$ cat src/logic/musicBoxPkg.sv
// Music box user-side types
// Key count, key vector, user control bundle and box state encoding

package musicBoxPkg;

	//----------------------------------------------------------------------
	// Keys
	//----------------------------------------------------------------------
	localparam int NumKeys = 6; // Music keys on the board

	// One bit per key, set bit means sounding
	typedef logic [NumKeys-1:0] keyVector;

	//----------------------------------------------------------------------
	// User inputs
	//----------------------------------------------------------------------
	// All fields active low, raw from pins or after smoothing
	typedef struct packed {
		keyVector musicKeys_n;     // Music keys
		logic     makeRecording_n; // Start/stop recording button
		logic     playRecording_n; // Replay button
	} userControls;

	//----------------------------------------------------------------------
	// Controller state
	//----------------------------------------------------------------------
	typedef enum logic [1:0] {
		Idle      = 2'd0, // Live play
		Recording = 2'd1, // Live play, keys stored per frame
		Playback  = 2'd2  // Keys come from memory
	} boxState;

endpackage

$ cat src/logic/dacPkg.sv
// SPI DAC types
// Frame length, sample code, power-down modes and the frame union

package dacPkg;

	localparam int FrameBits = 16; // Bits per SPI transfer

	// Unsigned DAC code
	typedef logic [11:0] dacSample;

	// Power-down control bits of the DAC frame
	typedef enum logic [1:0] {
		NormalOperation = 2'b00,
		PowerDown1k     = 2'b01, // Output to ground through 1k
		PowerDown100k   = 2'b10, // Output to ground through 100k
		PowerDownOpen   = 2'b11  // Output high impedance
	} powerDownMode;

	// One transfer word, filled by field and shifted out raw
	typedef union packed {
		logic [FrameBits-1:0] raw; // Shift view, MSB goes first
		struct packed {
			logic [1:0]   reserved; // Always zero
			powerDownMode mode;
			dacSample     sample;
		} fields;
	} dacFrame;

endpackage

$ cat src/logic/triggerSmoother.sv
// Input conditioning for all active-low user controls
// Two-flop synchronizer plus stability counter per bit

`timescale 1ns/1ps

module triggerSmoother #(
	parameter int SmoothCycles = 4 // Clocks an input must hold before it is taken
) (
	input  logic                    CLK_100hz,
	input  logic                    systemReset_n,
	input  musicBoxPkg::userControls rawControls,
	output musicBoxPkg::userControls smoothControls
);
	import musicBoxPkg::*;

	localparam int ControlBits = $bits(userControls);
	localparam int CountBits   = $clog2(SmoothCycles + 1);

	logic [ControlBits-1:0] rawBits;
	logic [ControlBits-1:0] syncFirst;   // Metastability stage
	logic [ControlBits-1:0] syncSecond;  // Safe to use
	logic [ControlBits-1:0] smoothBits;  // Accepted levels
	logic [CountBits-1:0]   stableCount [ControlBits];

	assign rawBits = rawControls;

	//----------------------------------------------------------------------
	// Per-bit filter
	//----------------------------------------------------------------------
	always_ff @(posedge CLK_100hz or negedge systemReset_n) begin
		if (!systemReset_n) begin
			syncFirst  <= '1; // Everything released
			syncSecond <= '1;
			smoothBits <= '1;
			for (int i = 0; i < ControlBits; i++) begin
				stableCount[i] <= '0;
			end
		end else begin
			syncFirst  <= rawBits;
			syncSecond <= syncFirst;
			for (int i = 0; i < ControlBits; i++) begin
				if (syncSecond[i] == smoothBits[i]) begin
					stableCount[i] <= '0; // Back to accepted level, start over
				end else if (stableCount[i] == CountBits'(SmoothCycles - 1)) begin
					smoothBits[i]  <= syncSecond[i]; // Held long enough
					stableCount[i] <= '0;
				end else begin
					stableCount[i] <= stableCount[i] + 1'b1;
				end
			end
		end
	end

	assign smoothControls = userControls'(smoothBits);

endmodule

$ cat src/logic/musicBoxStateController.sv
// Box mode FSM: Idle, Recording, Playback
// Moves on registered button press edges, recorder full and replay done

`timescale 1ns/1ps

module musicBoxStateController (
	input  logic                 CLK_100hz,
	input  logic                 systemReset_n,
	input  logic                 makeRecording_n, // Smoothed, active low
	input  logic                 playRecording_n, // Smoothed, active low
	input  logic                 recordFull,      // Recorder out of space
	input  logic                 playDone,        // Last entry replayed
	output musicBoxPkg::boxState currentState
);
	import musicBoxPkg::*;

	logic makeLast_n;   // Button levels one clock back
	logic playLast_n;
	logic makePress;    // Registered falling edges
	logic playPress;
	boxState nextState;

	//----------------------------------------------------------------------
	// Press detection
	//----------------------------------------------------------------------
	always_ff @(posedge CLK_100hz or negedge systemReset_n) begin
		if (!systemReset_n) begin
			makeLast_n <= 1'b1;
			playLast_n <= 1'b1;
			makePress  <= 1'b0;
			playPress  <= 1'b0;
		end else begin
			makeLast_n <= makeRecording_n;
			playLast_n <= playRecording_n;
			makePress  <= makeLast_n & ~makeRecording_n; // High to low
			playPress  <= playLast_n & ~playRecording_n;
		end
	end

	//----------------------------------------------------------------------
	// State machine
	//----------------------------------------------------------------------
	always_comb begin
		nextState = currentState; // Other presses ignored
		case (currentState)
			Idle: begin
				if (makePress) nextState = Recording;
				else if (playPress) nextState = Playback;
			end
			Recording: if (makePress || recordFull) nextState = Idle; // Stop or memory full
			Playback:  if (playDone) nextState = Idle;
			default:   nextState = Idle;
		endcase
	end

	always_ff @(posedge CLK_100hz or negedge systemReset_n) begin
		if (!systemReset_n) currentState <= Idle;
		else currentState <= nextState;
	end

	// Only the three defined encodings ever show up
	stateLegal: assert property (@(posedge CLK_100hz) disable iff (!systemReset_n)
		currentState inside {Idle, Recording, Playback})
		else $error("Illegal box state %0d", currentState);

endmodule

$ cat src/logic/keyRecorder.sv
// Key snapshot memory
// Records the active keys once per frame, replays them, picks live or stored keys

`timescale 1ns/1ps

module keyRecorder #(
	parameter int RecordDepth = 16 // Frames of keys that fit in memory
) (
	input  logic                  CLK_100hz,
	input  logic                  systemReset_n,
	input  musicBoxPkg::boxState  currentState,
	input  musicBoxPkg::keyVector liveKeys_n,   // Smoothed, active low
	input  logic                  frameTick,    // One pulse per sample frame
	output musicBoxPkg::keyVector activeKeys,   // Keys that sound now
	output logic                  recordFull,
	output logic                  playDone      // One-cycle pulse
);
	import musicBoxPkg::*;

	localparam int AddrBits = $clog2(RecordDepth);
	localparam int LenBits  = $clog2(RecordDepth + 1); // Must hold RecordDepth itself

	keyVector            keyMemory [RecordDepth];
	logic [LenBits-1:0]  writePtr;
	logic [LenBits-1:0]  storedLength;  // Entries of last recording
	logic [LenBits-1:0]  readPtr;
	keyVector            playKeys;      // Entry being replayed
	keyVector            liveKeys;
	logic                writeNow;

	assign liveKeys   = ~liveKeys_n; // Pins are active low
	assign recordFull = (writePtr == LenBits'(RecordDepth));
	assign writeNow   = (currentState == Recording) && frameTick && !recordFull;

	// Snapshot storage
	always_ff @(posedge CLK_100hz) begin
		if (writeNow) keyMemory[writePtr[AddrBits-1:0]] <= liveKeys;
	end

	//----------------------------------------------------------------------
	// Pointers and replay
	//----------------------------------------------------------------------
	always_ff @(posedge CLK_100hz or negedge systemReset_n) begin
		if (!systemReset_n) begin
			writePtr     <= '0;
			storedLength <= '0; // Nothing recorded yet
			readPtr      <= '0;
			playKeys     <= '0;
			playDone     <= 1'b0;
		end else begin
			playDone <= 1'b0;
			if (currentState == Recording) begin
				if (writeNow) writePtr <= writePtr + 1'b1;
				storedLength <= writePtr + LenBits'(writeNow); // Counts this write too
			end else begin
				writePtr <= '0; // Next recording starts at entry 0
			end

			if (currentState != Playback) begin
				readPtr  <= '0;
				playKeys <= '0;
			end else if (frameTick) begin
				if (readPtr == storedLength) begin
					playDone <= 1'b1; // Last entry had its frame
					playKeys <= '0;
				end else begin
					playKeys <= keyMemory[readPtr[AddrBits-1:0]];
					readPtr  <= readPtr + 1'b1;
				end
			end
		end
	end

	assign activeKeys = (currentState == Playback) ? playKeys : liveKeys;

	// Write pointer stays inside the memory range
	writeInRange: assert property (@(posedge CLK_100hz) disable iff (!systemReset_n)
		writePtr <= LenBits'(RecordDepth))
		else $error("Write pointer %0d past depth", writePtr);

endmodule

$ cat src/logic/toneSampleGenerator.sv
// Sample frame pacing and square-wave tone sum
// Builds one DAC frame per frame tick from the sounding keys

`timescale 1ns/1ps

module toneSampleGenerator #(
	parameter int SamplePeriod = 40,  // Clocks per frame, above the SPI frame length
	parameter int KeyLevel     = 682  // Code added per high key
) (
	input  logic                  CLK_100hz,
	input  logic                  systemReset_n,
	input  musicBoxPkg::keyVector activeKeys,
	output logic                  frameTick,    // One pulse per frame
	output dacPkg::dacFrame       frame,
	output logic                  sendSample_n  // Start strobe to the serializer
);
	import musicBoxPkg::*;
	import dacPkg::*;

	localparam int PeriodBits    = $clog2(SamplePeriod);
	localparam int PatternFrames = 120; // LCM of all six key periods
	localparam int IndexBits     = $clog2(PatternFrames);
	localparam int PhaseBits     = $clog2(NumKeys);
	localparam int CountBits     = $clog2(NumKeys + 1);

	logic [PeriodBits-1:0] periodCount;
	logic                  periodEnd;
	logic [IndexBits-1:0]  frameIndex;
	logic [PhaseBits-1:0]  phaseCount [NumKeys]; // Frames into current half period
	keyVector              phaseHigh;            // Square wave level per key
	logic [CountBits-1:0]  soundingCount;
	dacFrame               frameNext;

	assign periodEnd = (periodCount == PeriodBits'(SamplePeriod - 1));

	// Keys pressed and in their high half
	always_comb begin
		soundingCount = '0;
		for (int k = 0; k < NumKeys; k++) begin
			soundingCount = soundingCount + CountBits'(activeKeys[k] & phaseHigh[k]);
		end
		frameNext.fields.reserved = '0;
		frameNext.fields.mode     = NormalOperation;
		frameNext.fields.sample   = dacSample'(soundingCount * KeyLevel);
	end

	//----------------------------------------------------------------------
	// Frame pacing and phases
	//----------------------------------------------------------------------
	always_ff @(posedge CLK_100hz or negedge systemReset_n) begin
		if (!systemReset_n) begin
			periodCount <= '0;
			frameTick   <= 1'b0;
			frameIndex  <= '0;
			phaseHigh   <= '1; // Every key starts high
			for (int k = 0; k < NumKeys; k++) phaseCount[k] <= '0;
		end else begin
			frameTick <= periodEnd;
			if (periodEnd) begin
				periodCount <= '0;
				if (frameIndex == IndexBits'(PatternFrames - 1)) begin
					frameIndex <= '0; // Whole pattern repeats here
					phaseHigh  <= '1;
					for (int k = 0; k < NumKeys; k++) phaseCount[k] <= '0;
				end else begin
					frameIndex <= frameIndex + 1'b1;
					for (int k = 0; k < NumKeys; k++) begin
						if (phaseCount[k] == PhaseBits'(k)) begin
							phaseCount[k] <= '0;   // Key k holds k+1 frames
							phaseHigh[k]  <= ~phaseHigh[k];
						end else begin
							phaseCount[k] <= phaseCount[k] + 1'b1;
						end
					end
				end
			end else begin
				periodCount <= periodCount + 1'b1;
			end
		end
	end

	// Keys latched into the sample at frame end
	always_ff @(posedge CLK_100hz) begin
		if (periodEnd) frame <= frameNext;
	end

	assign sendSample_n = ~frameTick; // Strobe low with the tick

endmodule

$ cat src/logic/spiDacSerializer.sv
// SPI transmitter for one 16-bit DAC frame
// SYNC_n framing, two clocks per bit, MSB first

`timescale 1ns/1ps

module spiDacSerializer (
	input  logic            CLK_100hz,
	input  logic            systemReset_n,
	input  dacPkg::dacFrame frame,
	input  logic            sendSample_n,     // Start strobe, active low
	output logic            spiSclk,
	output logic            spiSync_n,        // Low for the whole transfer
	output logic            spiDin,
	output logic            isBusy,
	output logic            transmitComplete  // One-cycle pulse at the end
);
	import dacPkg::*;

	localparam int BitBits = $clog2(FrameBits);

	dacFrame             shiftReg;   // Bits still to send, next one at MSB
	logic [BitBits-1:0]  bitCount;   // Bit in flight
	logic                loadFrame;
	logic                nextBit;
	logic                lastBit;

	assign loadFrame = !sendSample_n && !isBusy; // Strobe while busy is lost
	assign lastBit   = (bitCount == BitBits'(FrameBits - 1));
	assign nextBit   = isBusy && !spiSclk && !lastBit; // End of a low phase

	// Shift register on the raw view
	always_ff @(posedge CLK_100hz) begin
		if (loadFrame) shiftReg.raw <= frame.raw << 1; // MSB already on DIN
		else if (nextBit) shiftReg.raw <= shiftReg.raw << 1;
	end

	//----------------------------------------------------------------------
	// Transfer control
	//----------------------------------------------------------------------
	always_ff @(posedge CLK_100hz or negedge systemReset_n) begin
		if (!systemReset_n) begin
			spiSclk          <= 1'b0;
			spiSync_n        <= 1'b1;
			spiDin           <= 1'b0;
			isBusy           <= 1'b0;
			transmitComplete <= 1'b0;
			bitCount         <= '0;
		end else begin
			transmitComplete <= 1'b0;
			if (loadFrame) begin
				spiSync_n <= 1'b0;
				isBusy    <= 1'b1;
				spiSclk   <= 1'b1; // High phase of first bit
				spiDin    <= frame.raw[FrameBits-1];
				bitCount  <= '0;
			end else if (isBusy) begin
				if (spiSclk) begin
					spiSclk <= 1'b0; // DAC samples on this fall
				end else if (lastBit) begin
					spiSync_n        <= 1'b1; // 32 clocks done
					isBusy           <= 1'b0;
					spiDin           <= 1'b0;
					transmitComplete <= 1'b1;
				end else begin
					spiSclk  <= 1'b1;
					spiDin   <= shiftReg.raw[FrameBits-1];
					bitCount <= bitCount + 1'b1;
				end
			end
		end
	end

	// SYNC_n never low outside a transfer
	syncIdle: assert property (@(posedge CLK_100hz) disable iff (!systemReset_n)
		!isBusy |-> spiSync_n)
		else $error("SYNC_n low while serializer idle");

endmodule

$ cat src/logic/musicBoxMain.sv
// Music box top level
// Smoother, mode FSM, key recorder, tone generator and DAC serializer

`timescale 1ns/1ps

module musicBoxMain #(
	parameter int SmoothCycles = 4,   // Input filter length
	parameter int RecordDepth  = 16,  // Recorded frames
	parameter int SamplePeriod = 40,  // Clocks per frame, above 34
	parameter int KeyLevel     = 682  // Code per sounding key, six keys fit 12 bits
) (
	input  logic                     CLK_100hz,
	input  logic                     systemReset_n,
	input  musicBoxPkg::userControls rawControls,   // Straight from the pins
	output logic                     spiSclk,
	output logic                     spiSync_n,
	output logic                     spiDin,
	output musicBoxPkg::boxState     currentState,  // For the LEDs
	output musicBoxPkg::keyVector    activeKeys,    // For the LEDs
	output logic                     dacBusy
);
	import musicBoxPkg::*;
	import dacPkg::*;

	userControls smoothControls;
	logic        recordFull;
	logic        playDone;
	logic        frameTick;
	dacFrame     sampleFrame;
	logic        sendSample_n;

	//----------------------------------------------------------------------
	// User side
	//----------------------------------------------------------------------
	triggerSmoother #(.SmoothCycles(SmoothCycles)) i_triggerSmoother (
		.CLK_100hz     (CLK_100hz),
		.systemReset_n (systemReset_n),
		.rawControls   (rawControls),
		.smoothControls(smoothControls)
	);

	musicBoxStateController i_stateController (
		.CLK_100hz      (CLK_100hz),
		.systemReset_n  (systemReset_n),
		.makeRecording_n(smoothControls.makeRecording_n),
		.playRecording_n(smoothControls.playRecording_n),
		.recordFull     (recordFull),
		.playDone       (playDone),
		.currentState   (currentState)
	);

	keyRecorder #(.RecordDepth(RecordDepth)) i_keyRecorder (
		.CLK_100hz    (CLK_100hz),
		.systemReset_n(systemReset_n),
		.currentState (currentState),
		.liveKeys_n   (smoothControls.musicKeys_n),
		.frameTick    (frameTick),
		.activeKeys   (activeKeys),
		.recordFull   (recordFull),
		.playDone     (playDone)
	);

	//----------------------------------------------------------------------
	// Audio out
	//----------------------------------------------------------------------
	toneSampleGenerator #(.SamplePeriod(SamplePeriod), .KeyLevel(KeyLevel)) i_toneGenerator (
		.CLK_100hz    (CLK_100hz),
		.systemReset_n(systemReset_n),
		.activeKeys   (activeKeys),
		.frameTick    (frameTick),
		.frame        (sampleFrame),
		.sendSample_n (sendSample_n)
	);

	spiDacSerializer i_dacSerializer (
		.CLK_100hz       (CLK_100hz),
		.systemReset_n   (systemReset_n),
		.frame           (sampleFrame),
		.sendSample_n    (sendSample_n),
		.spiSclk         (spiSclk),
		.spiSync_n       (spiSync_n),
		.spiDin          (spiDin),
		.isBusy          (dacBusy),
		.transmitComplete()  // Nothing waits on the end of a transfer
	);

endmodule

$ cat config.mk
export PLATFORM = sky130hd
export DESIGN_NAME = musicBoxMain
export DESIGN_NICKNAME = d
export VERILOG_FILES = /design/src/logic/musicBoxPkg.sv /design/src/logic/dacPkg.sv /design/src/logic/triggerSmoother.sv /design/src/logic/musicBoxStateController.sv /design/src/logic/keyRecorder.sv /design/src/logic/toneSampleGenerator.sv /design/src/logic/spiDacSerializer.sv /design/src/logic/musicBoxMain.sv
export SDC_FILE = /design/constraint.sdc
export NUM_CORES = 1
export LEC_CHECK = 0
export ABC_AREA = 0
export BUFFER_PORTS_ARGS = -buffer_cell sky130_fd_sc_hd__buf_2
export CORE_MARGIN = 10
export CORE_UTILIZATION = 62
export CTS_BUF_LIST = sky130_fd_sc_hd__clkbuf_16
export DETAILED_ROUTE_END_ITERATION = 7
export PLACE_DENSITY = 0.79
export REMOVE_ABC_BUFFERS = 1
export SYNTH_ARGS = -nofsm -noshare
export SYNTH_HDL_FRONTEND = slang
export SYNTH_HIERARCHICAL = 1
export SYNTH_SLANG_ARGS = --single-unit
$ cat constraint.sdc
create_clock -name CLK_100hz -period 4.8 [get_ports CLK_100hz]
set_input_delay 0.24 -clock CLK_100hz [delete_from_list [all_inputs] [get_ports CLK_100hz]]
set_output_delay 0.24 -clock CLK_100hz [all_outputs]
set_load 0.05 [all_outputs]
==> run_results.csv <==
group,metric,value,unit
timing,worst_clock_skew,0.0153,ns
clock_tree,clock_sinks,240,
worst_setup_path,arrival,4.03,ns
global_route,grt_usage,17.9,%
min_path,hp-class,"reg -> reg",
die,rows,47,
global_route,overflow,0,
placed_design,place_congestion,0.865,
timing,max_slew_margin,27.0,%
timing,min_period,3.77,ns
layout,antennaDiodeCount,0,
routing,drt-total-wl,19.4,mm
timing,fin_crit_sh,78.6,%
routing,drcViolationCount,0,
global_route,grt_max_degree,73,
placed_design,hpwlAfterDp,12.7,mm
die,fp.coreArea,16500,um^2
timing,hold_viol_final,0,
clock_tree,clock_latency,0.51,ns
timing,fmax,265,MHz
layout,fin_cells,997,
clock_tree,cts_root_buf,"clkbuf_16",
timing,fin_hold_ws,0.354,ns
clock_tree,postCtsSetupBuffers,0,
global_route,grt_pass1_vias,6288,
placed_design,pre_cts_ws,1.09,ns
worst_setup_path,cp.required,5.05,ns
timing,grt_setup_unrepaired,"no",
die,die_area,22300,um^2
min_path,min_path_cells,0,
clock_tree,cts_tree,"done",
layout,layout-drive-gt1-share,20.1,%
yosys,synthCells,729,
worst_setup_path,crit_fanout,7,
timing,setup_viol,0,
clock_tree,cts_resized,0,
clock_tree,htreeDepth,1,
power_and_ir_drop,peakVddDrop,0.317,mV
routing,drtIter0Drc,414,
timing,setup_slack,1.03,ns
die,die_x,149,um
worst_setup_path,critPathLaunchType,"flop",
worst_setup_path,cp-end-kind,"flop",
clock_tree,clkTransAtPathRegs,0.06,ns
placed_design,io_buffer_count,21,
timing,fin_tns_setup,0,ns
status,status,"complete, no violations",
yosys,syn_area,10400,um^2
power_and_ir_drop,total_power,0.00504,W
global_route,antenna_found_initial,0,
run,max-cap-violations,0,
global_route,grt_pass1_wl,32.0,mm
timing,slew_violations,0,
worst_setup_path,crit_type,"reg -> reg",
layout,nets,799,
die,ioPinCount,22,
clock_tree,cts_buffers,25,
power_and_ir_drop,leakage,4.44,nW
timing,tightestPinTransition,1.09,ns
routing,vias,5907,
routing,ant_nets,0,
die,start_util,62.9,%
layout,layout-area-overhead-vs-synth,9.63,%
routing,routedWlPerCell,19.4,um
routing,drtPass1Iterations,5,
placed_design,dp.cells,943,
die,fp.dieH,149,um
routing,via_per_inst,5.92,
yosys,syn_area_per_cell,14.2,um^2
worst_setup_path,worstRegToRegCells,12,
power_and_ir_drop,powerDensity,443,nW/um^2
yosys,yosys_warnings,6,
clock_tree,clk_path_buf_depth,3,
## final cells by class
class                      instances  area [um^2]
tap                              220          275
fill                            1122         5140
sequential                       240         6640
clock buffer                      26          651
inverter                          34          141
clock inverter                    19          103
multi-input combinational        424         3350
timing repair buffer              34          228
## stage by stage
stage	area [um^2]	util, %
finish	11400	68.9
global route	11400	68.9
CTS	11400	68.9
detailed placement	10500	63.8
global placement	10500	63.8
floorplan	10100	-
## registers in the layout (all words and copies together), names as in the netlist, 8 cells and up
signal	flops
i_dacSerializer/shiftReg	15
i_keyRecorder/keyMemory	96
i_toneGenerator/phaseCount	18
i_triggerSmoother/smoothControls	8
i_triggerSmoother/stableCount	24
i_triggerSmoother/syncFirst	8
i_triggerSmoother/syncSecond	8
## worst max-delay path, cell delays in order, from the launching register on
cell      delay, ns
dfrtp_1        0.42
nand2b_1       0.27
a21oi_1        0.29
and2_1         0.21
fa_1           0.43
fa_1           0.56
ha_1           0.15
inv_1          0.05
fa_1           0.47
inv_1          0.06
ha_1           0.23
ha_1           0.21
xor2_1         0.18
## placed cells by master, fill, tap and decap left out, types with 4 or more instances in the layout
| cell type | n |
|---|---|
| nand2b_1 | 8 |
| mux2_2 | 17 |
| nor3_1 | 15 |
| o21ai_0 | 17 |
| mux2i_1 | 11 |
| dfstp_2 | 33 |
| o21ai_1 | 5 |
| o22ai_1 | 4 |
| mux2_4 | 8 |
| a211oi_1 | 6 |
| a2111oi_1 | 5 |
| inv_1 | 41 |
| clkinv_1 | 4 |
| and3_1 | 4 |
| and2_1 | 9 |
| nand2_1 | 49 |
| nor3b_1 | 15 |
| o32ai_1 | 6 |
| a31oi_1 | 4 |
| ha_1 | 27 |
| mux4_2 | 15 |
| xnor2_1 | 20 |
| xor2_1 | 9 |
| o211ai_1 | 4 |
| a21oi_1 | 27 |
| edfxtp_1 | 118 |
| nor2b_4 | 8 |
| nand3_1 | 14 |
| buf_4 | 5 |
| clkbuf_16 | 26 |
| clkinv_2 | 4 |
| buf_2 | 20 |
| conb_1 | 5 |
| dfrtp_1 | 88 |
| dlygate4sd3_1 | 9 |
| nor2b_1 | 17 |
| nor2_1 | 45 |
## power breakdown
group / switching, W / internal (W)
clock network: 0.000728 / 0.00102
logic: 0.000529 / 0.000221
registers: 0.0000915 / 0.00245
## final timing paths
path,from,endpoint,slack (ns)
worst min register to register,i_triggerSmoother/syncFirst[7],i_triggerSmoother/syncSecond[7],0.35
worst max register to register,i_stateController/currentState[0],i_toneGenerator/frame[10],1.03
worst max-delay path,i_stateController/currentState[0],i_toneGenerator/frame[10],1.03
min in group asynchronous,systemReset_n,i_triggerSmoother/stableCount[2],0.40
worst min-delay path,i_triggerSmoother/syncFirst[7],i_triggerSmoother/syncSecond[7],0.35
max in group asynchronous,systemReset_n,i_triggerSmoother/stableCount[20],3.22
## routing by layer
metal / wire, um / part of all wire (%) / global-route usage [%]
met1: 7990 / 41 / 22.4
met2: 9790 / 51 / 30.7
met3: 1110 / 5.8 / 3.29
met4: 473 / 2.4 / 6.13
met5: 0 / 0 / 0
## repair_timing
action | in CTS | in global routing
hold buffers | 9 | 0
setup endpoints to repair | 0 | 0
endpoints found under the hold margin | 63 | 0
Power figures use the tool's default switching activity.
